### config.mk
export PLATFORM = sky130hd
export DESIGN_NAME = mem_access_ctrl
export DESIGN_NICKNAME = d
export VERILOG_FILES = /design/src/mem_pkg.sv /design/src/mem_access_ctrl.sv
export SDC_FILE = /design/constraint.sdc
export NUM_CORES = 1
export LEC_CHECK = 0
export BUFFER_PORTS_ARGS = -buffer_cell sky130_fd_sc_hd__buf_2
export CORE_ASPECT_RATIO = 1.4
export CORE_MARGIN = 3
export CORE_UTILIZATION = 35
export DETAILED_ROUTE_END_ITERATION = 6
export PLACE_DENSITY = 0.74
export SYNTH_ARGS = -nofsm -noshare
export SYNTH_HDL_FRONTEND = slang
export SYNTH_SLANG_ARGS = --single-unit
### constraint.sdc
create_clock -name clk -period 4.08 [get_ports clk]
set_input_delay 0.408 -clock clk [delete_from_list [all_inputs] [get_ports clk]]
set_output_delay 0.408 -clock clk [all_outputs]
set_load 0.005 [all_outputs]
### src/mem_pkg.sv
package mem_pkg;

    localparam int XLEN          = 32;
    localparam int MEM_ADDR_BITS = 12;                         // 4 KiB byte space
    localparam int WORD_DEPTH    = 2 ** (MEM_ADDR_BITS - 2);   // 1024 words
    localparam int LANES         = XLEN / 8;

    // access width and extension, codes as used by the decoder
    typedef enum logic [2:0] {
        MODE_WORD   = 3'd1,
        MODE_HALF   = 3'd2,
        MODE_BYTE   = 3'd3,
        MODE_HALF_U = 3'd4,
        MODE_BYTE_U = 3'd5
    } mem_mode_e;

    // writeback source, code 3 is unused and treated like RES_ALU
    typedef enum logic [1:0] {
        RES_ALU = 2'd0,
        RES_MEM = 2'd1,
        RES_PC4 = 2'd2
    } result_src_e;

    typedef enum logic [1:0] {
        IDLE   = 2'd0,
        ACCESS = 2'd1,
        DONE   = 2'd2
    } ctrl_state_e;

endpackage

### src/mem_access_ctrl.sv
`timescale 1ns/100ps

module mem_access_ctrl (
    input  logic                              clk,
    input  logic                              rst,
    input  logic                              req,
    input  logic                              we,
    input  mem_pkg::mem_mode_e                mode,
    input  mem_pkg::result_src_e              result_src,
    input  logic [mem_pkg::XLEN-1:0]          addr,
    input  logic [mem_pkg::XLEN-1:0]          wdata,
    input  logic [mem_pkg::XLEN-1:0]          load_data,
    output logic                              ack,
    output logic [1:0]                        offset,
    output logic [mem_pkg::MEM_ADDR_BITS-3:0] word_addr,
    output mem_pkg::mem_mode_e                mode_q,
    output logic [mem_pkg::XLEN-1:0]          wdata_q,
    output logic                              ram_wr,
    output logic                              ram_rd,
    output logic [mem_pkg::XLEN-1:0]          rdata,
    output logic [mem_pkg::XLEN-1:0]          result
);
    import mem_pkg::*;

    ctrl_state_e state;
    logic        we_q;
    result_src_e res_src_q;
    logic [XLEN-1:0] addr_q;

    always_ff @(posedge clk)
    begin
        if (rst)
        begin
            state <= IDLE;
            ack   <= 1'b0;
        end
        else
        begin
            case (state)
                IDLE:
                begin
                    if (req)
                    begin
                        state <= ACCESS;
                    end
                end
                ACCESS:
                begin
                    state <= DONE;
                    ack   <= 1'b1;                          // ram write or read lands here
                end
                DONE:
                begin
                    if (!req)
                    begin
                        state <= IDLE;
                        ack   <= 1'b0;
                    end
                end
                default:
                begin
                    state <= IDLE;
                    ack   <= 1'b0;
                end
            endcase
        end
    end

    // request fields, taken once per transfer
    always_ff @(posedge clk)
    begin
        if (state == IDLE && req)
        begin
            we_q      <= we;
            mode_q    <= mode;
            res_src_q <= result_src;
            addr_q    <= addr;
            wdata_q   <= wdata;
        end
    end

    assign offset    = addr_q[1:0];
    assign word_addr = addr_q[MEM_ADDR_BITS-1:2];

    // one-cycle strobes in ACCESS
    assign ram_wr = (state == ACCESS) && we_q;
    assign ram_rd = (state == ACCESS) && !we_q;

    // rword and the latched fields do not move in DONE
    assign rdata = load_data;

    always_comb
    begin
        case (res_src_q)
            RES_MEM: result = load_data;
            RES_PC4: result = addr_q + 32'd4;
            default: result = addr_q;                       // RES_ALU and code 3
        endcase
    end

endmodule

-- After elaboration in Yosys (flattened, before gate mapping)
Cells that the tools add are included.
- flip-flop bits (word level): 73
- output and inout bits: 114
- logic and storage cells: 28
- input port bits: 105
- bitwise logic cells: 1
- eq/ne operators: 6
- reductions and logical operators: 7
- multiplexer cells: 6
- add/subtract/negate cells: 1
- operator list (kind ; number):
    $pmux W32 S2 ; 1
    $add A32 B3 Y32 const B ; 1
    $pmux W2 S3 ; 1
    $eq A2 B1 Y1 const B ; 2
    $eq A2 B2 Y1 const B ; 2
    $mux W2 ; 2
    $ne A2 B2 Y1 const B ; 2
    $reduce_and A2 Y1 ; 2
    $logic_and A1 B1 Y1 ; 3
    $pmux W1 S3 ; 1
    $logic_not A2 Y1 ; 1
    $logic_not A1 Y1 ; 1
    $mux W1 ; 1
    $not A1 Y1 ; 1

-- Depth between registers and ports, before layout
- depth after elaboration: 3
- depth in mapped cells: 8
- mapped depth without buffers: 6

-- Worst setup path after synthesis
OpenSTA, ideal clock, no wires.
- kind: input-to-reg
- start: in req
- end: reg addr_q[0] (enable)
- arrival time: 3.415 ns
- cell stages on the path: 2
- library setup time: 0.498 ns
- setup slack: 0.167 ns
- cells stage by stage: nand2b_1 -> nor2_1
- word-level cells in the longest chain between the ends: 1
- RTL lines (item ; line ; RTL):
    start: declaration ; mem_access_ctrl.sv:6 ; input logic req,
    $logic_and A1 B1 Y1 ; mem_access_ctrl.sv:72 ; if (state == IDLE && req)
    end signal: assignment ; mem_access_ctrl.sv:77 ; addr_q <= addr;
    end: declaration ; mem_access_ctrl.sv:28 ; logic [XLEN-1:0] addr_q;
Every way passes these cells.
A chain may end at the register's enable or synchronous reset.

-- Worst setup path after layout
- start: reg res_src_q[0]
- end: out result[29] (netlist bit)
- word-level cells in the longest chain between the ends: 2
- elaborated cells on any way between the ends: 3
- classes of those cells: eq/ne (2); mux (1)
- RTL lines (item ; line ; RTL):
    start: declaration ; mem_access_ctrl.sv:27 ; result_src_e res_src_q;
    start signal: assignment ; mem_access_ctrl.sv:76 ; res_src_q <= result_src;
    $eq A2 B2 Y1 or $eq A2 B1 Y1 (tied branches) ; mem_access_ctrl.sv:94 ; case (res_src_q)
    $pmux W32 S2 (*) ; mem_access_ctrl.sv:94 ;
    end: declaration ; mem_access_ctrl.sv:21 ; output logic [mem_pkg::XLEN-1:0] result
Mark *: on every way between the ends. The rest lies on a longest branch, timed or not.

==> impl_metrics.toml <==
[worst_setup_path]
critical-path-max-stage-delay_ns = 0.61
worst_ep_required_time_ns = 3.67
startpoint_type = "register"
slowest_stage = "sky130_fd_sc_hd__nor2b_2"
end_kind = "output port"
path_max_fanout = 22
crit_family = "simple AND/OR/NAND/NOR gates"
worstRegToRegCells = 3
worstSetupPathDepth = 8
crit_buf_inv = 3
timing.critical_path.arrival_ns = 2.58
criticalPathCategory = "register to output port"
critical_path.cell_chain = "inv_1, ha_2, nor2b_2, buf_4, a22o_1, a21oi_1, mux2i_1, buf_2"

[detailed_routing]
initialDrtViolationCount = 169
first_pass_iters = 5
vias_per_cell = 5.11
dr_total_vias = 3327
ant_nets = 0
post_drt_wl_per_cell_um = 16.8
postRouteWirelength_um = 11000
drt_drc_violations_left = 0

[flow_run]
timing.max_cap.violations = 0

[clock_network]
cts_inserted_buffers = 9
clk_latency_ns = 0.33
setup_bufs_post_cts = 0
clkSlewWorstSetupHoldPaths_ns = 0.06
cts_max_level = 3
clk_root_buffer_cell = "sky130_fd_sc_hd__clkbuf_16"
tritoncts = "built"
postCtsResizedCells = 0
clock_path_buffers = 2
ctsHoldBuffers = 0
clock-sinks = 73

[hold_path]
min_delay_path_depth = 1
hold_path_class = "input port to register"

[pwr]
p_comb_share_pct = 16.4
share_clk_of_total_power_pct = 36.4
p_sw_share_pct = 26.2
pwr-share-seq_pct = 47.2
cellPowerDensity_nw_per_um2 = 389
p_sw_uw = 512
p_int_uw = 1440
vdd.ir_drop.worst_v = 0.000295
power_leakage_uw = 0.00224

[yosys]
synth_sequential_area_ratio_pct = 56.2
postSynthRegisterBits = 73
synth_enable_flop_cells = 70
yosys.area.top_type = "sky130_fd_sc_hd__edfxtp_1"
synth_top_flop_cell = "sky130_fd_sc_hd__edfxtp_1"
yosys_warnings = 0
netlist.area_leader.share_pct = 54.6
post_synth_instance_area_sq_um = 3850
synth_top_cells_by_area = "sky130_fd_sc_hd__edfxtp_1 (55%), sky130_fd_sc_hd__buf_4 (8.6%), sky130_fd_sc_hd__a22oi_1 (2.7%)"
yosys.cell_count.top_type = "sky130_fd_sc_hd__edfxtp_1"
post_synth_num_cell_types = 46
syn_avg_cell_area_sq_um = 11.4
syn-num-nets = 445
synthArstFlopShare_pct = 0
synthesis.instances = 337
synth_commonest_cells = "sky130_fd_sc_hd__edfxtp_1 (70), sky130_fd_sc_hd__buf_4 (44), sky130_fd_sc_hd__nor2_1 (25), sky130_fd_sc_hd__nand2_1 (22), sky130_fd_sc_hd__nand3_1 (19)"

[sta]
fin_crit_sh_pct = 73.1
timing.clock.skew_ns = 0.00692
hold_viol_final = 0
fmax_ghz = 0.335
grt_setup_unrepaired = "no"
layout_min_cycle_time_ns = 2.98
actual_transition_at_the_worst_max_transition_pin_ns = 0.987
fin_setup_tns_ns = 0
total_of_endpoints_with_negative_setup_slack_in_the_final_report = 0
number_of_pins_with_negative_max_slew_slack_in_the_final_report = 0
max_slew_margin_pct = 34.0
worst_slack_ns = 1.10

[cells_and_area]
final_nets = 616
drive_above_1_share_pct = 49.1
syn_to_final_growth_pct = 30.8
insertedDiodeCount = 0
final_cell_count_no_fill = 651
final_util_pct = 47.6

[grt]
antenna_found_initial = 0
grt_max_degree = 37
first_global_vias = 3214
grt_pass1_wl_um = 16100
track_usage_pct = 17.1
gr_overflow_total = 0

[die]
die-height_um = 130
core_box_area_sq_um = 10600
floorplan.io_pins = 219
die_area_sq_um = 12300
row_count = 44
die_wd_um = 94.6
initial_utilization_pct = 36.4

[run_status]
outcome = "complete, no violations"

[place]
preCtsSetupSlack_ns = 1.46
gp_routability_congestion = 0.786
placement.io_buffers = 218
dpl.cell_count = 635
place_hpwl_um = 8640
through the flow:
step / hold WS [ns] / instance area, sq um / power (uW)
global placement: 0.487 / 4760 / 1250
floorplan: 0.457 / 3850 / 1110
detailed placement: 0.497 / 4760 / 1260
CTS: 0.238 / 5030 / 1970
global route: 0.236 / 5030 / 2050
finish: 0.251 / 5030 / 1960
cell families (layout without fill, tap and decap cells):
group,after synthesis,after routing,share of synthesized area (%)
AND/OR/NAND/NOR,113,113,16.2
flip-flops,73,73,56.2
buffers and inverters,73,249,11.5
AO/OA/AOI/OAI,61,61,11.3
multiplexers,14,14,3.80
adder cells (fa/ha/maj),3,3,0.975
sequential cells by signal, summed over array words and instances (netlist names):
| register | flops |
|---|---|
| ack | 1 |
| addr_q | 32 |
| mode_q | 3 |
| res_src_q | 2 |
| state | 2 |
| wdata_q | 32 |
| we_q | 1 |
per-layer routing:
| metal | part of all wire [%] | global-route usage, % | vias up |
|---|---|---|---|
| li1 | - | - | 1584 |
| met1 | 36 | 19.5 | 1544 |
| met2 | 51 | 28.4 | 180 |
| met3 | 10 | 6.17 | 19 |
| met4 | 2.4 | 7.73 | 0 |
| met5 | 0 | 0 | - |
layout make-up:
class / count / area, sq um
Tap cell: 138 / 173
Multi-Input combinational cell: 191 / 1260
Clock inverter: 7 / 45.0
Clock buffer: 9 / 225
Fill cell: 1027 / 5540
Timing Repair Buffer: 221 / 1130
Inverter: 12 / 45.0
Sequential cell: 73 / 2160
power by group through the flow:
stage / sequential [uW] / clock [uW] / combinational (uW)
2_1_floorplan: 935 / 0 / 175
3_3_place_gp: 934 / 0 / 320
3_5_place_dp: 938 / 0 / 326
4_1_cts: 923 / 724 / 327
5_1_grt: 930 / 759 / 358
6_report: 923 / 712 / 322
cells in the final DEF, fill, tap and decap left out, types with 4 or more instances in the layout:
cell type and instances:
sky130_fd_sc_hd__mux2_2 5, sky130_fd_sc_hd__nor2_1 24, sky130_fd_sc_hd__clkbuf_16 9, sky130_fd_sc_hd__and4_1 4, sky130_fd_sc_hd__a222oi_1 5, sky130_fd_sc_hd__a22oi_1 14, sky130_fd_sc_hd__o21ai_0 12, sky130_fd_sc_hd__or4_1 6
sky130_fd_sc_hd__nand3_1 19, sky130_fd_sc_hd__nand4_1 13, sky130_fd_sc_hd__nor3_1 4, sky130_fd_sc_hd__buf_2 218, sky130_fd_sc_hd__inv_1 12, sky130_fd_sc_hd__o211ai_1 4, sky130_fd_sc_hd__a21oi_1 9, sky130_fd_sc_hd__nand2_1 22
sky130_fd_sc_hd__edfxtp_1 70, sky130_fd_sc_hd__mux2i_1 9
path summary, 6_finish.rpt:
kind | start | endpoint | slack (ns)
max reg2reg | state[0] | wdata_q[18] | 2.13
min | addr[0] | addr_q[0] | 0.25
min reg2reg | ack | ack | 0.51
max | res_src_q[0] | result[29] | 1.10
(Power assumes the default switching activity.)
