## src/mem_pkg.sv

```systemverilog
package mem_pkg;

    localparam int XLEN          = 32;
    localparam int MEM_ADDR_BITS = 12;                         // 4 KiB byte space
    localparam int WORD_DEPTH    = 2 ** (MEM_ADDR_BITS - 2);   // 1024 words
    localparam int LANES         = XLEN / 8;

    // access width and extension, codes as used by the decoder
    typedef enum logic [2:0] {
        MODE_WORD   = 3'd1,
        MODE_HALF   = 3'd2,
        MODE_BYTE   = 3'd3,
        MODE_HALF_U = 3'd4,
        MODE_BYTE_U = 3'd5
    } mem_mode_e;

    // writeback source, code 3 is unused and treated like RES_ALU
    typedef enum logic [1:0] {
        RES_ALU = 2'd0,
        RES_MEM = 2'd1,
        RES_PC4 = 2'd2
    } result_src_e;

    typedef enum logic [1:0] {
        IDLE   = 2'd0,
        ACCESS = 2'd1,
        DONE   = 2'd2
    } ctrl_state_e;

endpackage

```

## src/store_lane_align.sv

```systemverilog
`timescale 1ns/100ps

module store_lane_align (
    input  logic [1:0]               offset,
    input  mem_pkg::mem_mode_e       mode,
    input  logic [mem_pkg::XLEN-1:0] wdata,
    output logic [3:0]               byte_en,
    output logic [mem_pkg::XLEN-1:0] lane_data
);
    import mem_pkg::*;

    // byte_en[i] is lane i, lane 0 is the most significant byte
    always_comb
    begin
        byte_en   = 4'b0000;
        lane_data = wdata;
        case (mode)
            MODE_WORD:
            begin
                byte_en   = 4'b1111;
                lane_data = wdata;
            end
            MODE_HALF,
            MODE_HALF_U:
            begin
                lane_data = {2{wdata[15:0]}};               // same half in both slots
                if (offset[1])
                begin
                    byte_en = 4'b1100;                      // lanes 2 and 3
                end
                else
                begin
                    byte_en = 4'b0011;                      // lanes 0 and 1
                end
            end
            MODE_BYTE,
            MODE_BYTE_U:
            begin
                lane_data = {4{wdata[7:0]}};
                case (offset)
                    2'd0:    byte_en = 4'b0001;
                    2'd1:    byte_en = 4'b0010;
                    2'd2:    byte_en = 4'b0100;
                    default: byte_en = 4'b1000;
                endcase
            end
            default:
            begin
                byte_en = 4'b0000;                          // unknown mode touches nothing
            end
        endcase
    end

endmodule

```

## config.mk

```make
export PLATFORM = sky130hd
export DESIGN_NAME = store_lane_align
export DESIGN_NICKNAME = d
export VERILOG_FILES = /design/src/mem_pkg.sv /design/src/store_lane_align.sv
export SDC_FILE = /design/constraint.sdc
export NUM_CORES = 1
export LEC_CHECK = 0
export BUFFER_PORTS_ARGS = -buffer_cell sky130_fd_sc_hd__buf_2
export CAP_MARGIN = 20
export CORE_MARGIN = 4
export CORE_UTILIZATION = 33
export DETAILED_ROUTE_END_ITERATION = 6
export PLACE_DENSITY_LB_ADDON = 0.1
export SLEW_MARGIN = 0
export SYNTH_ARGS = -nofsm -noshare
export SYNTH_HDL_FRONTEND = slang
export SYNTH_SLANG_ARGS = --single-unit
```

## constraint.sdc

```tcl
create_clock -name vclk -period 1.1
set_input_delay 0.055 -clock vclk [all_inputs]
set_output_delay 0.055 -clock vclk [all_outputs]
set_load 0.02 [all_outputs]
```

Word level (Yosys, flattened, before mapping)
Index checks and enable logic that the tools add are counted.
- equal/unequal tests: 7
- multiplexer cells: 4
- reduce and logical (&&, ||, !) cells: 3
- operator list (cell ; number):
    case mux 32 bit (2 select lines) ; 1
    case mux 4 bit (3 select lines) ; 2
    == test 3 x 2 -> 1 bit (second input constant) ; 2
    == test 3 bit (second input constant) ; 2
    two-way mux 4 bit ; 1
    OR reduction 2 bit ; 2
    == test 3 x 1 -> 1 bit (second input constant) ; 1
    == test 2 x 1 -> 1 bit (second input constant) ; 1
    == test 2 bit (second input constant) ; 1
    zero test 2 bit ; 1
- register bits after elaboration: 0
- input port bits: 37
- output and inout bits: 36
- word-level logic and storage cells: 14

Longest topological paths before layout
Gate-level depths: netlist (run 1).
- depth in word-level cells: 3
- mapped depth: 4
- mapped depth without buffers: 3

Worst setup path after synthesis (run 1)
OpenSTA, ideal clock, no wires.
- path kind: input to output
- from: input port mode[0]
- to: output port byte_en[0]
- arrival: 1007 ps
- data required time: 1045 ps
- path slack: 38 ps
- stages: 3
- path buffers: 1
- path through: buf_2 or3b_2 o21ai_0
- longest elaborated chain between the ends: 3
- elaborated cells on any way between the ends: 8
- those cells by class: eq/ne: 5; mux: 1; reduce/logical: 2
- ends and longest elaborated chain (what ; RTL line ; RTL):
    start: declaration ; store_lane_align.sv:5 ; input mem_pkg::mem_mode_e mode,
    == test 3 x 2 -> 1 bit / == test 3 bit (equally long branches) ; store_lane_align.sv:17 ; case (mode)
    OR reduction 2 bit ; store_lane_align.sv:17 ;
    case mux 4 bit (3 select lines) * ; store_lane_align.sv:17 ;
    end: declaration ; store_lane_align.sv:7 ; output logic [3:0] byte_en,
Every way passes the cells marked *; elsewhere a longest branch is shown, timed or not.

Final worst setup path (run 1)
- from: input port mode[2]
- to: output port lane_data[10] (netlist bit)
- longest elaborated chain between the ends: 3
- elaborated cells on any way between the ends: 7
- those cells by class: eq/ne: 4; mux: 1; reduce/logical: 2
- ends and longest elaborated chain (what ; RTL line ; RTL):
    == test 3 x 2 -> 1 bit / == test 3 bit (equally long branches) ; store_lane_align.sv:17 ;
    OR reduction 2 bit ; store_lane_align.sv:17 ;
    case mux 32 bit (2 select lines) * ; store_lane_align.sv:17 ;
    end: declaration ; store_lane_align.sv:8 ; output logic [mem_pkg::XLEN-1:0] lane_data
Marked as above.

==> metrics, run 1 <==
Hold Vio Cnt, Final 0; largest net degree at the start of global routing 16; # diodes 0; dpl cell area 875.8 µm²; Relative slew margins 0.8863; initial drt markers 2; worst-path maximum fanout 4; proportion of synthesized area in mux cells 0.5472; crit share post-route 1.013; main combinational cell family by area after synthesis multiplexers; met2 usage in global routing 0.2559; Core Rows 14; Reg area 0 µm²; global routing's busiest layer met2; fin. max-slew vios 0; CP Launch Point mode[2]; global-route wire length before repair 2283 µm; sequential cells 0; hpwl dp 1421 µm; Final min period 1.114 ns; DRT antenna net count 0; hold buffer count at CTS 0; GR Util met1 0.1634; Max Cap Viol 0; Crit. End Element output pin; GRT Total Usage 0.1296; fin area 989.7 µm²; met3 Use GR 0.003690; Die Wd 48.10 µm; core area 1506 µm²; worst vdd ir 0.3652 mV; Synth cell types 15; Port Buffers 73; worst hold slack 0.3726 ns; drt wl/cell 11.09 µm; Initial DRT Pass Iterations 4; Post-Place Setup Slack -0.07880 ns; outcome finished with violations; share of layout cells above drive strength 1 0.7388; via count 697; Yosys warning total 0; Routed WL 1663 µm; worst setup path class input pin to output pin; synthesis-to-finish area growth 86.56%; adder-cell share of the synthesized area 0; synthesized area 530.5 µm²; PD cells 666.1 nW/µm²; Required @ worst endpoint 1.04 ns; Leakage 0.0005776 µW; Filler Cells Inserted 151; Synth Area in Compound Gates 0.1132; Achievable Freq 897.5 MHz; Hold Path Class input pin to output pin; Slew @ Worst Pin 0.1706 ns; TNS Setup -0.07027 ns; die area 2313 µm²; sequential cell area fraction in the yosys report 0; layout clock buffer count 0; fin nets 173; DRC violations left 0; failing checks setup timing; Die Height 48.10 µm; CP endpoint lane_data[10]; routability cong. 0.7009; initial antenna violation count 0; # setup viols final 8; Syn Area/Cell 8.038 µm²; grt total ovfl 0; Post-Syn Instances 66; worst setup margin -0.01420 ns; vias in the first global route 606; IO Count 73; RSZ-0062 raised after global routing yes; CP Data Arrival Time 1.06 ns; XOR/XNOR Fraction of Synth Area 0.03066; crit path launch type input pin; drt via density 4.647; starting density of the core 0.3522; syn nets 103; simple-gate share of the synthesized area 0.1415
==> Yosys cell counts <==
cell type  count  area share
xnor2_2        1       0.031
or3b_2         1       0.017
mux2_2         8        0.17
o21ai_0       12        0.11
clkbuf_1       1      0.0071
inv_1          1      0.0071
mux2_4         8        0.23
mux2i_1        8        0.15
buf_6          1       0.021
nand2b_1       2       0.024
buf_4          8        0.11
or3_1          1       0.012
nand2_1       10       0.071
nand3_1        2       0.019
buf_2          2       0.019
==> metrics by stage <==
stage	total power (µW)	std cells	utilization
global route	711.7	150	0.6570
finish	659.3	150	0.6570
CTS	657.0	150	0.6503
global placement	584.0	149	0.5814
detailed placement	588.1	149	0.5814
floorplan	385.4	66	-
==> per-layer routing <==
metal,routed length (µm),up-vias
met2,882,32
met1,641,302
met4,0,0
met3,139,0
li1,-,363
met5,0,-
==> layout by cell type, fill, tap and decap left out, drive strengths merged <==
cell    count
nand2      10
or3b        1
nand2b      2
or3         1
mux2i       8
nand3       2
buf        80
mux2       16
o21ai      12
xnor2       1
inv         1
==> where the power goes <==
part	switching, µW	leakage, µW	internal, µW
logic	337	0.000578	322
registers	0	0	0
clock network	0	0	0
==> cell type report <==
type	instances	area, µm²	share of cell area
tap	16	20.02	0.02023
timing repair buffer	80	505.5	0.5107
inverter	1	3.754	0.003793
multi-input combinational	53	460.4	0.4652
==> logic make-up (layout without fill, tap and decap cells) <==
logic type                Yosys count  count (layout)
xor gates and xnor gates            1               1
muxes                              24              24
buffers and inverters              13              81
and+or+nand+nor                    16              16
AOI/OAI and AO/OA                  12              12
==> what timing repair did <==
item                                    in CTS  in global routing
endpoints found under the setup margin      16                 20
setup buffers                                1                  0
pin swaps                                    1                  0
gates resized for setup                     26                  8
==> worst min-delay path by stage <==
stage / startpoint / end / slack (ns) / cells after the start
detailed placement: wdata[2] / lane_data[2] / 0.38 / 2
global route: wdata[6] / lane_data[6] / 0.38 / 2
floorplan: wdata[0] / lane_data[0] / 0.22 / 1
global placement: wdata[7] / lane_data[7] / 0.37 / 2
CTS: wdata[0] / lane_data[0] / 0.38 / 2
finish: wdata[0] / lane_data[0] / 0.37 / 2
==> worst max-delay path, cell delays in order <==
cell	delay (ns)
buf_8	0.11
xnor2_4	0.18
nand2b_4	0.16
buf_6	0.12
mux2_4	0.30
buf_6	0.13
No activity file was read; power rests on OpenSTA's default activity.
==> run 2, diff against run 1 <==
CORE_UTILIZATION = 29   (was 33)
clock period = 1 ns   (was 1.1 ns; I/O delays follow)
==> run 2 against run 1 <==
Via count grew 4.7%. Critical endpoint is now lane_data[14]. Wire length grew 12%. Global-route usage grew 0.89 points. Cell area grew 3.2%. Worst setup slack lost 0.10 ns. First-iteration DRC count grew 50%. The flow still finishes with violations (setup timing). Sequential cell count is the same. Die area grew 11%. Hold slack lost 0.0076 ns. Utilization shrank 6.6 points. Cell count grew 6.7%.
==> metrics, run 2 (same netlist as run 1, synthesis figures left out) <==
outcome finished with violations; failing checks setup timing; GRT Total Usage 0.1385 (+0.008892); hold path cells 2 (unchanged); Core Rows 15 (+1); Hold Path Class input pin to output pin; total power 740.1 µW (+12%); # setup viols final 20 (+12); Slew @ Worst Pin 0.1357 ns (-0.03485 ns); die area 2578 µm² (+11%); Max Cap Viol 0 (unchanged); Post-Place Setup Slack -0.1961 ns (-0.1173 ns); Int Pwr 360.1 µW (+12%); Die Wd 50.77 µm (+5.6%); Psw 380.0 µW (+13%); worst-path maximum fanout 5 (+1); Hold Vio Cnt, Final 0 (unchanged); synthesis-to-finish area growth 92.45%; worst vdd ir 0.3395 mV (-7.0%); crit path launch type input pin; largest net degree at the start of global routing 16 (unchanged); DRT antenna net count 0 (unchanged); Achievable Freq 897.2 MHz; # diodes 0 (unchanged); Crit. End Element output pin; sequential cells 0 (unchanged); drt via density 4.563 (-1.8%); hpwl dp 1547 µm (+8.9%); Gate power share 1.000 (about the same); utilization after layout 0.5913 (-0.06567); Leakage 0.0005908 µW (+2.3%); initial drt markers 3 (+1); routability cong. 0.6669 (-4.9%); Relative slew margins 0.9069 (+0.02064); Initial DRT Pass Iterations 4 (unchanged); Worst Hold End lane_data[7]; PD cells 724.9 nW/µm² (+8.8%); commonest non-fill, non-tap cell in the layout buf_2; grt total ovfl 0 (unchanged); Routed WL 1859 µm (+12%); layout clock buffer count 0 (unchanged); initial antenna violation count 0 (unchanged); vias in the first global route 717 (+18%); Final min period 1.115 ns; hold buffer count at CTS 0 (unchanged); core area 1727 µm² (+15%); Reg area 0 µm² (unchanged); fin nets 174 (+0.58%); crit share post-route 1.115; Port Buffers 73 (unchanged); CP Data Arrival Time 1.06 ns (about the same); worst setup margin -0.1146 ns (-0.1004 ns); share of layout cells above drive strength 1 0.7556 (+0.01675); Required @ worst endpoint 0.95 ns (-0.09 ns); via count 730 (+4.7%); number of post-CTS setup repair buffers 0 (-1); DRC violations left 0 (unchanged); global-route wire length before repair 2987 µm (+31%); starting density of the core 0.3072 (-0.04491); most frequent cells in the layout buf_2, buf_6, nand2_1; Clock power frac 0 (unchanged); Reg power frac 0 (unchanged); worst setup path class input pin to output pin; Switching Fraction 0.5135 (+0.002457); fin. max-slew vios 0 (unchanged); HP Start wdata[7]; RSZ-0062 raised after global routing yes; drt wl/cell 11.62 µm (+4.8%); Die Height 50.77 µm (+5.6%); IO Count 73 (unchanged)
==> run 2: cell types whose count changed in the layout (fill, tap and decap cells not counted) <==
cell | before | now
nand3_1 | 2 | 0
or3b_4 | 0 | 1
or3b_2 | 1 | 0
nand3_2 | 0 | 2
buf_4 | 8 | 9
==> run 2: layer usage <==
layer	part of all wire	GRT usage	wire length [µm]
met5	0	0	0
met2	0.56	0.2978	1042
met1	0.35	0.1491	658
met4	0	0	0
met3	0.084	0.01187	157
==> run 2: how the worst max path moves through the flow <==
stage,slack [ns],end,start,cells after the start
finish,-0.11,lane_data[14],mode[2],6
global route,-0.15,lane_data[11],mode[2],6
CTS,-0.11,lane_data[14],mode[2],6
detailed placement,-0.20,lane_data[14],mode[1],6
global placement,-0.16,lane_data[14],mode[1],6
floorplan,-0.05,byte_en[0],mode[0],3
==> run 2: through the flow <==
| step | instance area (µm²) | hold slack, ns | TNS (ns) | instances |
|---|---|---|---|---|
| after floorplan | 541.8 | 0.2126 | -0.1965 | 66 |
| after global placement | 913.4 | 0.3628 | -2.566 | 160 |
| after detailed placement | 913.4 | 0.3659 | -2.893 | 160 |
| after CTS | 1017 | 0.3671 | -1.656 | 160 |
| after global routing | 1021 | 0.3778 | -2.363 | 160 |
| final | 1021 | 0.3651 | -1.504 | 160 |
==> run 2: timing repair <==
action / 4_1_cts / 5_1_grt
gates resized for setup: 31 / 1
pin swaps: 1 / 0
cloned: 0 / 0
endpoints found under the setup margin: 20 / 21
==> run 2: layout make-up <==
| class | instances | area, µm² |
|---|---|---|
| timing repair buffer | 81 | 513.0 |
| inverter | 1 | 3.754 |
| tap | 25 | 31.28 |
| multi-input combinational | 53 | 473.0 |
| fill | 175 | 705.7 |
==> run 2: critical path: stages <==
cell and delay (ns):
buf_8 0.11, xnor2_4 0.18, nand2b_4 0.16, buf_6 0.13, mux2_4 0.30, buf_6 0.13
==> run 2: power by group through the flow <==
stage                     registers [µW]  clock network, µW  logic, µW
after global placement                 0                  0        662
final                                  0                  0        740
after floorplan                        0                  0        431
after CTS                              0                  0        743
after detailed placement               0                  0        668
after global routing                   0                  0        794
