### src/mem_pkg.sv
package mem_pkg;

    localparam int XLEN          = 32;
    localparam int MEM_ADDR_BITS = 12;                         // 4 KiB byte space
    localparam int WORD_DEPTH    = 2 ** (MEM_ADDR_BITS - 2);   // 1024 words
    localparam int LANES         = XLEN / 8;

    // access width and extension, codes as used by the decoder
    typedef enum logic [2:0] {
        MODE_WORD   = 3'd1,
        MODE_HALF   = 3'd2,
        MODE_BYTE   = 3'd3,
        MODE_HALF_U = 3'd4,
        MODE_BYTE_U = 3'd5
    } mem_mode_e;

    // writeback source, code 3 is unused and treated like RES_ALU
    typedef enum logic [1:0] {
        RES_ALU = 2'd0,
        RES_MEM = 2'd1,
        RES_PC4 = 2'd2
    } result_src_e;

    typedef enum logic [1:0] {
        IDLE   = 2'd0,
        ACCESS = 2'd1,
        DONE   = 2'd2
    } ctrl_state_e;

endpackage

### src/load_extend.sv
`timescale 1ns/100ps

module load_extend (
    input  logic [mem_pkg::XLEN-1:0] rword,
    input  logic [1:0]               offset,
    input  mem_pkg::mem_mode_e       mode,
    output logic [mem_pkg::XLEN-1:0] load_data
);
    import mem_pkg::*;

    logic [15:0] half_sel;
    logic [7:0]  byte_sel;

    // big-endian, offset 0 picks the top of the word
    always_comb
    begin
        if (offset[1])
        begin
            half_sel = rword[15:0];
        end
        else
        begin
            half_sel = rword[31:16];
        end
    end

    always_comb
    begin
        case (offset)
            2'd0:    byte_sel = rword[31:24];
            2'd1:    byte_sel = rword[23:16];
            2'd2:    byte_sel = rword[15:8];
            default: byte_sel = rword[7:0];
        endcase
    end

    always_comb
    begin
        case (mode)
            MODE_WORD:
            begin
                load_data = rword;
            end
            MODE_HALF:
            begin
                load_data = {{16{half_sel[15]}}, half_sel};
            end
            MODE_BYTE:
            begin
                load_data = {{24{byte_sel[7]}}, byte_sel};
            end
            MODE_HALF_U:
            begin
                load_data = {16'h0000, half_sel};
            end
            MODE_BYTE_U:
            begin
                load_data = {24'h000000, byte_sel};
            end
            default:
            begin
                load_data = '0;
            end
        endcase
    end

endmodule

### config.mk
export PLATFORM = sky130hd
export DESIGN_NAME = load_extend
export DESIGN_NICKNAME = d
export VERILOG_FILES = /design/src/mem_pkg.sv /design/src/load_extend.sv
export SDC_FILE = /design/constraint.sdc
export NUM_CORES = 1
export LEC_CHECK = 0
export BUFFER_PORTS_ARGS = -buffer_cell sky130_fd_sc_hd__buf_4
export CORE_MARGIN = 8
export CORE_UTILIZATION = 42
export DETAILED_ROUTE_END_ITERATION = 12
export PLACE_DENSITY = 0.94
export RECOVER_POWER = 25
export SYNTH_ARGS = -nofsm -noshare
export SYNTH_HDL_FRONTEND = slang
export SYNTH_SLANG_ARGS = --single-unit
### constraint.sdc
create_clock -name vclk -period 8.2
set_input_delay 2.46 -clock vclk [all_inputs]
set_output_delay 2.46 -clock vclk [all_outputs]
set_load 0.03 [all_outputs]
======== Word level (Yosys, flattened, before mapping) ========
Cells that the tools add are included.
word-level totals
  bits in registers ....................... 0
  latch bits .............................. 0
  memory bits (writable) .................. 0
  bits in read-only memories .............. 0
  bits of input ports ..................... 37
  memories ................................ 0
operators by class
  add/subtract/negate cells ............... 0
  multipliers ............................. 0
  divide/modulo/power cells ............... 0
  magnitude comparators ................... 0
  equal/unequal tests ..................... 7
  shift-type cells ........................ 0
  muxes and demuxes ....................... 3
  bitwise gates (word level) .............. 0
  reduce and logical (&&, ||, !) cells .... 1
operator list
  cell                  number
  $pmux W32 S5          1
  $pmux W8 S3           1
  $mux W16              1
  $eq A3 B2 Y1 const B  2
  $eq A3 B3 Y1 const B  2
  $eq A3 B1 Y1 const B  1
  $eq A2 B1 Y1 const B  1
  $eq A2 B2 Y1 const B  1
  $logic_not A2 Y1      1

======== Longest topological paths before layout ========
Gate-level depths: netlist of run 1.
  word-level depth ........................ 3
  depth in mapped cells ................... 5
  gate-level depth less buffers ........... 3

======== Least setup slack after synthesis of run 1 ========
No wires, ideal clock.
  kind .................................... input -> output
  start point ............................. input mode[2]
  end point ............................... output load_data[16] (netlist name)
  arrival time ............................ 3.819 ns
  required time ........................... 5.740 ns
  slack ................................... 1.921 ns
  stages on the path ...................... 5
  buffers on the path ..................... 2
  cells stage by stage .................... buf_2 -> nor2b_1 -> a32oi_2 -> buf_2 -> o21ai_0
on the way
  cells in the longest elaborated chain, start to end .. 2
  elaborated cells on any way between the ends .. 6
RTL lines
  what                                  RTL line           text
  from (decl)                           load_extend.sv:6   input mem_pkg::mem_mode_e mode,
  $eq A3 B3 Y1 (tied with other cells)  load_extend.sv:39  case (mode)
  $pmux W32 S5 *                        load_extend.sv:39
  to (decl)                             load_extend.sv:7   output logic [mem_pkg::XLEN-1:0] load_data
Mark *: on every way between the ends. The rest lies on a longest branch, timed or not.

======== Worst setup path after layout of run 1 ========
  start point ............................. input mode[2]
  end point ............................... output load_data[2] (netlist name)
The elaborated chain is that of the path after synthesis.

==> results of run 1 <==
-- layout make-up --
cell class,count,area share
inverters,4,0.0125
multi-input cells,94,0.552
well taps,17,0.0177
repair buffers,70,0.417
-- worst max-delay path: cells and delay by family --
kind                   cells  cell delay [ns]
AO/OA/AOI/OAI              2             0.25
buffers and inverters      3             1.20
AND/OR/NAND/NOR            1             0.85
-- cells by family after synthesis --
group,synth area share
AOI/OAI and AO/OA,0.359
xor gates and xnor gates,0.0240
buffers and inverters,0.0875
muxes,0.358
and+or+nand+nor,0.172
-- layout by cell type, fill, tap and decap left out, drive strengths merged --
cell type	Yosys	routed
buf	6	64
o21ai	25	25
nand2	23	23
mux2	15	15
a221o	7	7
mux2i	7	7
clkbuf	5	6
inv	4	4
nor2b	1	1
a21oi	1	1
a32oi	1	1
nor3b	1	1
xnor2	1	1
nor2	1	1
mux4	1	1
and3	1	1
a21boi	1	1
a2bb2oi	1	1
nand2b	1	1
xor2	1	1
a31oi	1	1
o22ai	1	1
and3b	1	1
a41oi	1	1
a22oi	1	1
-- worst max-delay path by stage --
stage | from | end
after floorplan | mode[2] | load_data[16]
after global placement | offset[1] | load_data[29]
after detailed placement | offset[1] | load_data[16]
after CTS | offset[1] | load_data[16]
after global routing | mode[2] | load_data[2]
final | mode[2] | load_data[2]
-- stage by stage --
| stage | cell area [um^2] | hold slack [ns] |
|---|---|---|
| after CTS | 1230 | 5.26 |
| after global routing | 1200 | 5.29 |
| after detailed placement | 1230 | 5.26 |
| final | 1200 | 5.26 |
| after floorplan | 729 | 5.14 |
| after global placement | 1230 | 5.26 |
-- per-layer routing --
layer,wire length (um),share of wire,global-route usage
met1,1190,0.36,0.181
met2,1840,0.55,0.386
met3,211,0.063,0.0353
met4,93,0.028,0.0455
met5,0,0,0
-- power by group through the flow --
| stage | clock network (mW) | registers, mW | logic, mW |
|---|---|---|---|
| 2_1_floorplan | 0 | 0 | 0.0621 |
| 3_3_place_gp | 0 | 0 | 0.104 |
| 3_5_place_dp | 0 | 0 | 0.106 |
| 4_1_cts | 0 | 0 | 0.107 |
| 5_1_grt | 0 | 0 | 0.110 |
| 6_report | 0 | 0 | 0.103 |
==> impl_metrics.tcl, run 1 <==
set metrics [dict create \
    setup_viol_count_final 0 \
    power_frac_clock 0 \
    overflow 0 \
    gp_congestion 0.849 \
    setup_tns_ns 0 \
    yosys-top-cells-count "o21ai_0, nand2_1, mux2_2" \
    viasPerCell 5.98 \
    grt_setup_unrepaired "false" \
    synth_cell_type_count 25 \
    synth_warnings 0 \
    worst_pin_slew_ns 1.05 \
    syn_nets 146 \
    cell_internal_pwr_uw 42.5 \
    clock_buffer_count 0 \
    nets 207 \
    critPathKind "in2out" \
    synth-seq-area-share 0 \
    grt_first_pass_wirelength_um 5290 \
    p_seq_frac 0 \
    first_pass_iters 5 \
    setup_ws_ns 0.970 \
    post-route-period-util 0.882 \
    postSynthAreaPerCell_um2 6.69 \
    finalHoldViolCount 0 \
    dieWidth_um 57.7 \
    dp_hpwl_um 2740 \
    drtIter0Drc 19 \
    end_kind "output port" \
    crit_chain "buf_4, nor3b_1, clkbuf_1, a31oi_1, o22ai_1, clkbuf_1" \
    synth_top_area_share 0.232 \
    ant_nets 0 \
    dieArea_mm2 0.00333 \
    area_delta_synth_final_pct 65.2 \
    antenna_found_initial 0 \
    holdPathStages 4 \
    initial_core_util 0.437 \
    syn_area_um2 729 \
    grt_use_total 0.187 \
    synthMostInstantiatedCell "o21ai_0" \
    drive_gt1_frac 0.482 \
    post_cts_buffers 0 \
    placement_rows 15 \
    yosys.area.top_type "mux2_2" \
    cp.arrival_ns 4.77 \
    run_status "finished clean" \
    cts_resized 0 \
    io_pins 69 \
    fmax_ghz 0.138 \
    via_count 1106 \
    n_antenna_cell 0 \
    worst_path_max_delay_cell "nor3b_1" \
    min_from "rword[0]" \
    power.leakage_nw 0.593 \
    seq_cells 0 \
    maxCapViolCount 0 \
    power.switching_uw 61.0 \
    coreArea_mm2 0.00167 \
    route.detailed.drc 0 \
    post-place-cells 185 \
    slowest_delay_ns 0.85 \
    cp-start-kind "primary input" \
    portBuffers 69 \
    slew_headroom 0.301 \
    min_period_ns 7.23 \
    crit_required_ns 5.74 \
    pwr-share-comb 1.000 \
    critPathMaxFanout 22 \
    stdcell_count 185 \
    swShare 0.589 \
    layout.area.seq_um2 0 \
    power_density_mw_per_mm2 85.9 \
    grt_max_degree 23 \
    yosys-top-cells-area "mux2_2, o21ai_0, nand2_1" \
    synthesis.instances 109 \
    hold_end "load_data[0]" \
    wl_um 3330 \
    cpMostUsedCell "clkbuf_1" \
    wl_per_cell_um 18.0 \
    drv_slew 0 \
    dp_slack_ns 1.66 \
    p_total_uw 103 \
    vdd_drop_max_mv 0.0438 \
    postCtsHoldBufs 0 \
    fillers 152 \
    die-height_um 57.7 \
    grt_pass1_vias 1160 \
    utilization 0.721 \
    hold_class "in2out" \
    multi_input_area_um2 666 \
]
(Power assumes the default switching activity.)
==> run 2: changes to the inputs <==
--- a/config.mk
+++ b/config.mk
@@ -9,8 +9,9 @@
 export CORE_MARGIN = 8
 export CORE_UTILIZATION = 42
 export DETAILED_ROUTE_END_ITERATION = 12
-export PLACE_DENSITY = 0.94
+export PLACE_DENSITY = 0.9
 export RECOVER_POWER = 25
+export REMOVE_ABC_BUFFERS = 1
 export SYNTH_ARGS = -nofsm -noshare
 export SYNTH_HDL_FRONTEND = slang
 export SYNTH_SLANG_ARGS = --single-unit
==> impl_metrics.tcl, run 2 (synthesis results as in run 1) <==
set metrics [dict create \
    grt_first_pass_wirelength_um 5180 \
    drtIter0Drc 32 \
    cp-start-kind "primary input" \
    grt_max_degree 21 \
    layout.area.seq_um2 0 \
    setup_viol_count_final 0 \
    crit_chain "buf_4, nor3b_1, buf_4, nand2_1, o21ai_0, buf_4" \
    setup_ws_ns 1.20 \
    hold_class "in2out" \
    via_count 1090 \
    worst_pin_slew_ns 1.46 \
    drv_slew 0 \
    grt_use_total 0.180 \
    wl_per_cell_um 16.6 \
    dp_slack_ns 1.62 \
    setup_tns_ns 0 \
    end_kind "output port" \
    swShare 0.587 \
    overflow 0 \
    cell_internal_pwr_uw 42.4 \
    fmax_ghz 0.143 \
    coreArea_mm2 0.00167 \
    power_frac_clock 0 \
    antenna_found_initial 0 \
    io_pins 69 \
    post_cts_buffers 0 \
    dieWidth_um 57.7 \
    postCtsHoldBufs 0 \
    final_cell_mix "buf_4, o21ai_0, nand2_1" \
    portBuffers 69 \
    dp_hpwl_um 2490 \
    seq_cells 0 \
    vdd_drop_max_mv 0.0549 \
    slowest_delay_ns 1.15 \
    nets 207 \
    route.detailed.drc 0 \
    viasPerCell 5.89 \
    run_status "finished clean" \
    cp.arrival_ns 4.54 \
    cts_resized 0 \
    placement_rows 15 \
    whs_ns 5.26 \
    ant_nets 0 \
    critPathKind "in2out" \
    dieArea_mm2 0.00333 \
    power_density_mw_per_mm2 85.3 \
    area_delta_synth_final_pct 65.2 \
    maxCapViolCount 0 \
    first_pass_iters 4 \
    critPathMaxFanout 18 \
    drive_gt1_frac 0.482 \
    grt_pass1_vias 1194 \
    initial_core_util 0.437 \
    crit_required_ns 5.74 \
    power.switching_uw 60.3 \
    gp_congestion 0.750 \
    grt_setup_unrepaired "false" \
    slew_headroom 0.0252 \
    layout_commonest_cell "buf_4" \
    power.leakage_nw 0.593 \
    die-height_um 57.7 \
    clock_buffer_count 0 \
    cpMostUsedCell "buf_4" \
    wl_um 3080 \
    critPathTopFamily "simple AND/OR/NAND/NOR gates" \
    critical_path_buf_inv_count 3 \
    post-route-period-util 0.854 \
    min_period_ns 7.00 \
    pwr-share-comb 1.000 \
    worst_path_max_delay_cell "nor3b_1" \
    n_antenna_cell 0 \
    finalHoldViolCount 0 \
    p_seq_frac 0 \
]
-- run 2: cell type report --
type | count | area [um^2]
repair buffers | 70 | 503
multi-input cells | 94 | 666
well taps | 17 | 21.3
fillers | 138 | 465
inverters | 4 | 15.0
-- run 2: layer usage --
metal  up-vias  track usage  part of all wire
met5         -            0                 0
met4         0       0.0210             0.011
met1       499        0.198              0.39
met3         4       0.0596              0.11
met2        60        0.334              0.49
li1        527            -                 -
-- run 2: power groups by stage --
stage / clock network (mW) / logic (mW) / registers (mW)
after floorplan: 0 / 0.0587 / 0
after global placement: 0 / 0.104 / 0
after detailed placement: 0 / 0.106 / 0
after CTS: 0 / 0.106 / 0
after global routing: 0 / 0.110 / 0
final: 0 / 0.103 / 0
-- run 2: final timing paths --
kind | start | endpoint | slack (ns) | depth (start not counted)
max | mode[2] | load_data[27] | 1.20 | 6
min | rword[18] | load_data[18] | 5.26 | 4
-- run 2: metrics by stage --
step                      area [um^2]  utilization  power (mW)  instances
final                            1200        0.721       0.103        185
after global routing             1200        0.721       0.110        185
after CTS                        1230        0.738       0.106        185
after detailed placement         1230        0.738       0.106        185
after global placement           1230        0.738       0.104        185
after floorplan                   681            -      0.0587         98
==> run 3: changes to the inputs <==
--- a/config.mk
+++ b/config.mk
@@ -6,10 +6,13 @@
 export NUM_CORES = 1
 export LEC_CHECK = 0
 export BUFFER_PORTS_ARGS = -buffer_cell sky130_fd_sc_hd__buf_4
+export CELL_PAD_IN_SITES_DETAIL_PLACEMENT = 2
+export CELL_PAD_IN_SITES_GLOBAL_PLACEMENT = 2
+export CORE_ASPECT_RATIO = 0.5
 export CORE_MARGIN = 8
-export CORE_UTILIZATION = 42
+export CORE_UTILIZATION = 19
 export DETAILED_ROUTE_END_ITERATION = 12
-export PLACE_DENSITY = 0.9
+export PLACE_DENSITY_LB_ADDON = 0.1
 export RECOVER_POWER = 25
 export REMOVE_ABC_BUFFERS = 1
 export SYNTH_ARGS = -nofsm -noshare
==> impl_metrics.tcl, run 3 (synthesis results as in run 1) <==
set metrics [dict create \
    grt_first_pass_wirelength_um 6490 \
    slowest_delay_ns 0.79 \
    cp-start-kind "primary input" \
    first_pass_iters 4 \
    initial_core_util 0.193 \
    power.leakage_nw 0.591 \
    postCtsHoldBufs 0 \
    cp.arrival_ns 4.61 \
    io_pins 69 \
    drtIter0Drc 31 \
    setup_tns_ns 0 \
    via_count 1077 \
    slew_headroom 0.364 \
    die-height_um 59.8 \
    hold_class "in2out" \
    viasPerCell 4.85 \
    wl_per_cell_um 18.9 \
    fillers 466 \
    setup_viol_count_final 0 \
    hold_end "load_data[18]" \
    cpMostUsedCell "clkbuf_1" \
    grt_use_total 0.127 \
    overflow 0 \
    end_kind "output port" \
    coreArea_mm2 0.00378 \
    grt_pass1_vias 1217 \
    nets 207 \
    drive_gt1_frac 0.482 \
    power_density_mw_per_mm2 84.5 \
    run_status "finished clean" \
    n_antenna_cell 0 \
    final_cell_mix "buf_4, o21ai_0, nand2_1" \
    fmax_ghz 0.141 \
    cts_resized 0 \
    critical_path_buf_inv_count 3 \
    post_cts_buffers 0 \
    worst_pin_slew_ns 0.950 \
    gp_congestion 0.738 \
    layout.area.seq_um2 0 \
    holdPathStages 4 \
    critPathMaxFanout 17 \
    antenna_found_initial 0 \
    min_from "rword[18]" \
    wl_um 4190 \
    ant_nets 0 \
    post-route-period-util 0.862 \
    layout_commonest_cell "buf_4" \
    crit_chain "buf_4, nor3b_2, clkbuf_1, a221o_1, clkbuf_1" \
    dp_hpwl_um 3460 \
    crit_required_ns 5.74 \
    utilization 0.331 \
    worst_path_max_delay_cell "nor3b_2" \
    route.detailed.drc 0 \
    dieArea_mm2 0.00620 \
    grt_max_degree 21 \
    min_period_ns 7.07 \
    vdd_drop_max_mv 0.0290 \
    area_delta_synth_final_pct 71.7 \
    critPathKind "in2out" \
    grt_setup_unrepaired "false" \
    drv_slew 0 \
    maxCapViolCount 0 \
    finalHoldViolCount 0 \
    clock_buffer_count 0 \
    seq_cells 0 \
    critPathTopFamily "buffers and inverters" \
    placement_rows 16 \
    portBuffers 69 \
    dieWidth_um 104 \
]
## run 3: cell types whose count changed in the layout (fill, tap and decap cells not counted)
cell | before | now
clkbuf_1 | 6 | 7
nor3b_1 | 1 | 0
buf_4 | 64 | 63
nor3b_2 | 0 | 1
## run 3: cell type report
type | instances | area [um^2] | share of cell area
Multi-Input combinational cell | 94 | 671 | 0.535
Timing Repair Buffer | 70 | 499 | 0.399
Tap cell | 54 | 67.6 | 0.0539
Inverter | 4 | 15.0 | 0.0120
## run 3: per-stage QoR
step                      hold slack, ns  setup slack (ns)  power (mW)  instances  instance area, um^2
after floorplan                     5.12             0.940      0.0587         98                  681
after global placement              5.26              1.50       0.108        222                 1280
after CTS                           5.27              1.49       0.110        222                 1280
after global routing                5.27             0.921       0.113        222                 1250
after detailed placement            5.27              1.49       0.110        222                 1280
final                               5.27              1.13       0.106        222                 1250
## run 3: worst max-delay path by stage
stage,slack (ns),depth (start not counted),to,start
2_1_floorplan,0.94,3,load_data[2],mode[2]
3_3_place_gp,1.50,5,load_data[14],mode[2]
3_5_place_dp,1.49,5,load_data[14],mode[2]
4_1_cts,1.49,5,load_data[14],mode[2]
5_1_grt,0.92,6,load_data[6],mode[2]
6_report,1.13,5,load_data[11],mode[2]
## run 3: per-layer routing
metal | routed length [um] | up-vias | global-route usage | part of all wire
li1 | - | 522 | - | -
met1 | 2100 | 522 | 0.177 | 0.50
met2 | 1880 | 33 | 0.210 | 0.45
met3 | 205 | 0 | 0.0215 | 0.049
met4 | 0 | 0 | 0.00207 | 0
met5 | 0 | - | 0 | 0
## run 3: tightest hold or removal path, cell delays in order
cell and delay (ns):
buf_4 0.09, nand2_1 0.04, o21ai_0 0.06, buf_4 0.16
## run 3: power breakdown
part / total (mW) / internal [mW] / switching (mW)
clock network: 0 / 0 / 0
registers: 0 / 0 / 0
logic: 0.106 / 0.0423 / 0.0635
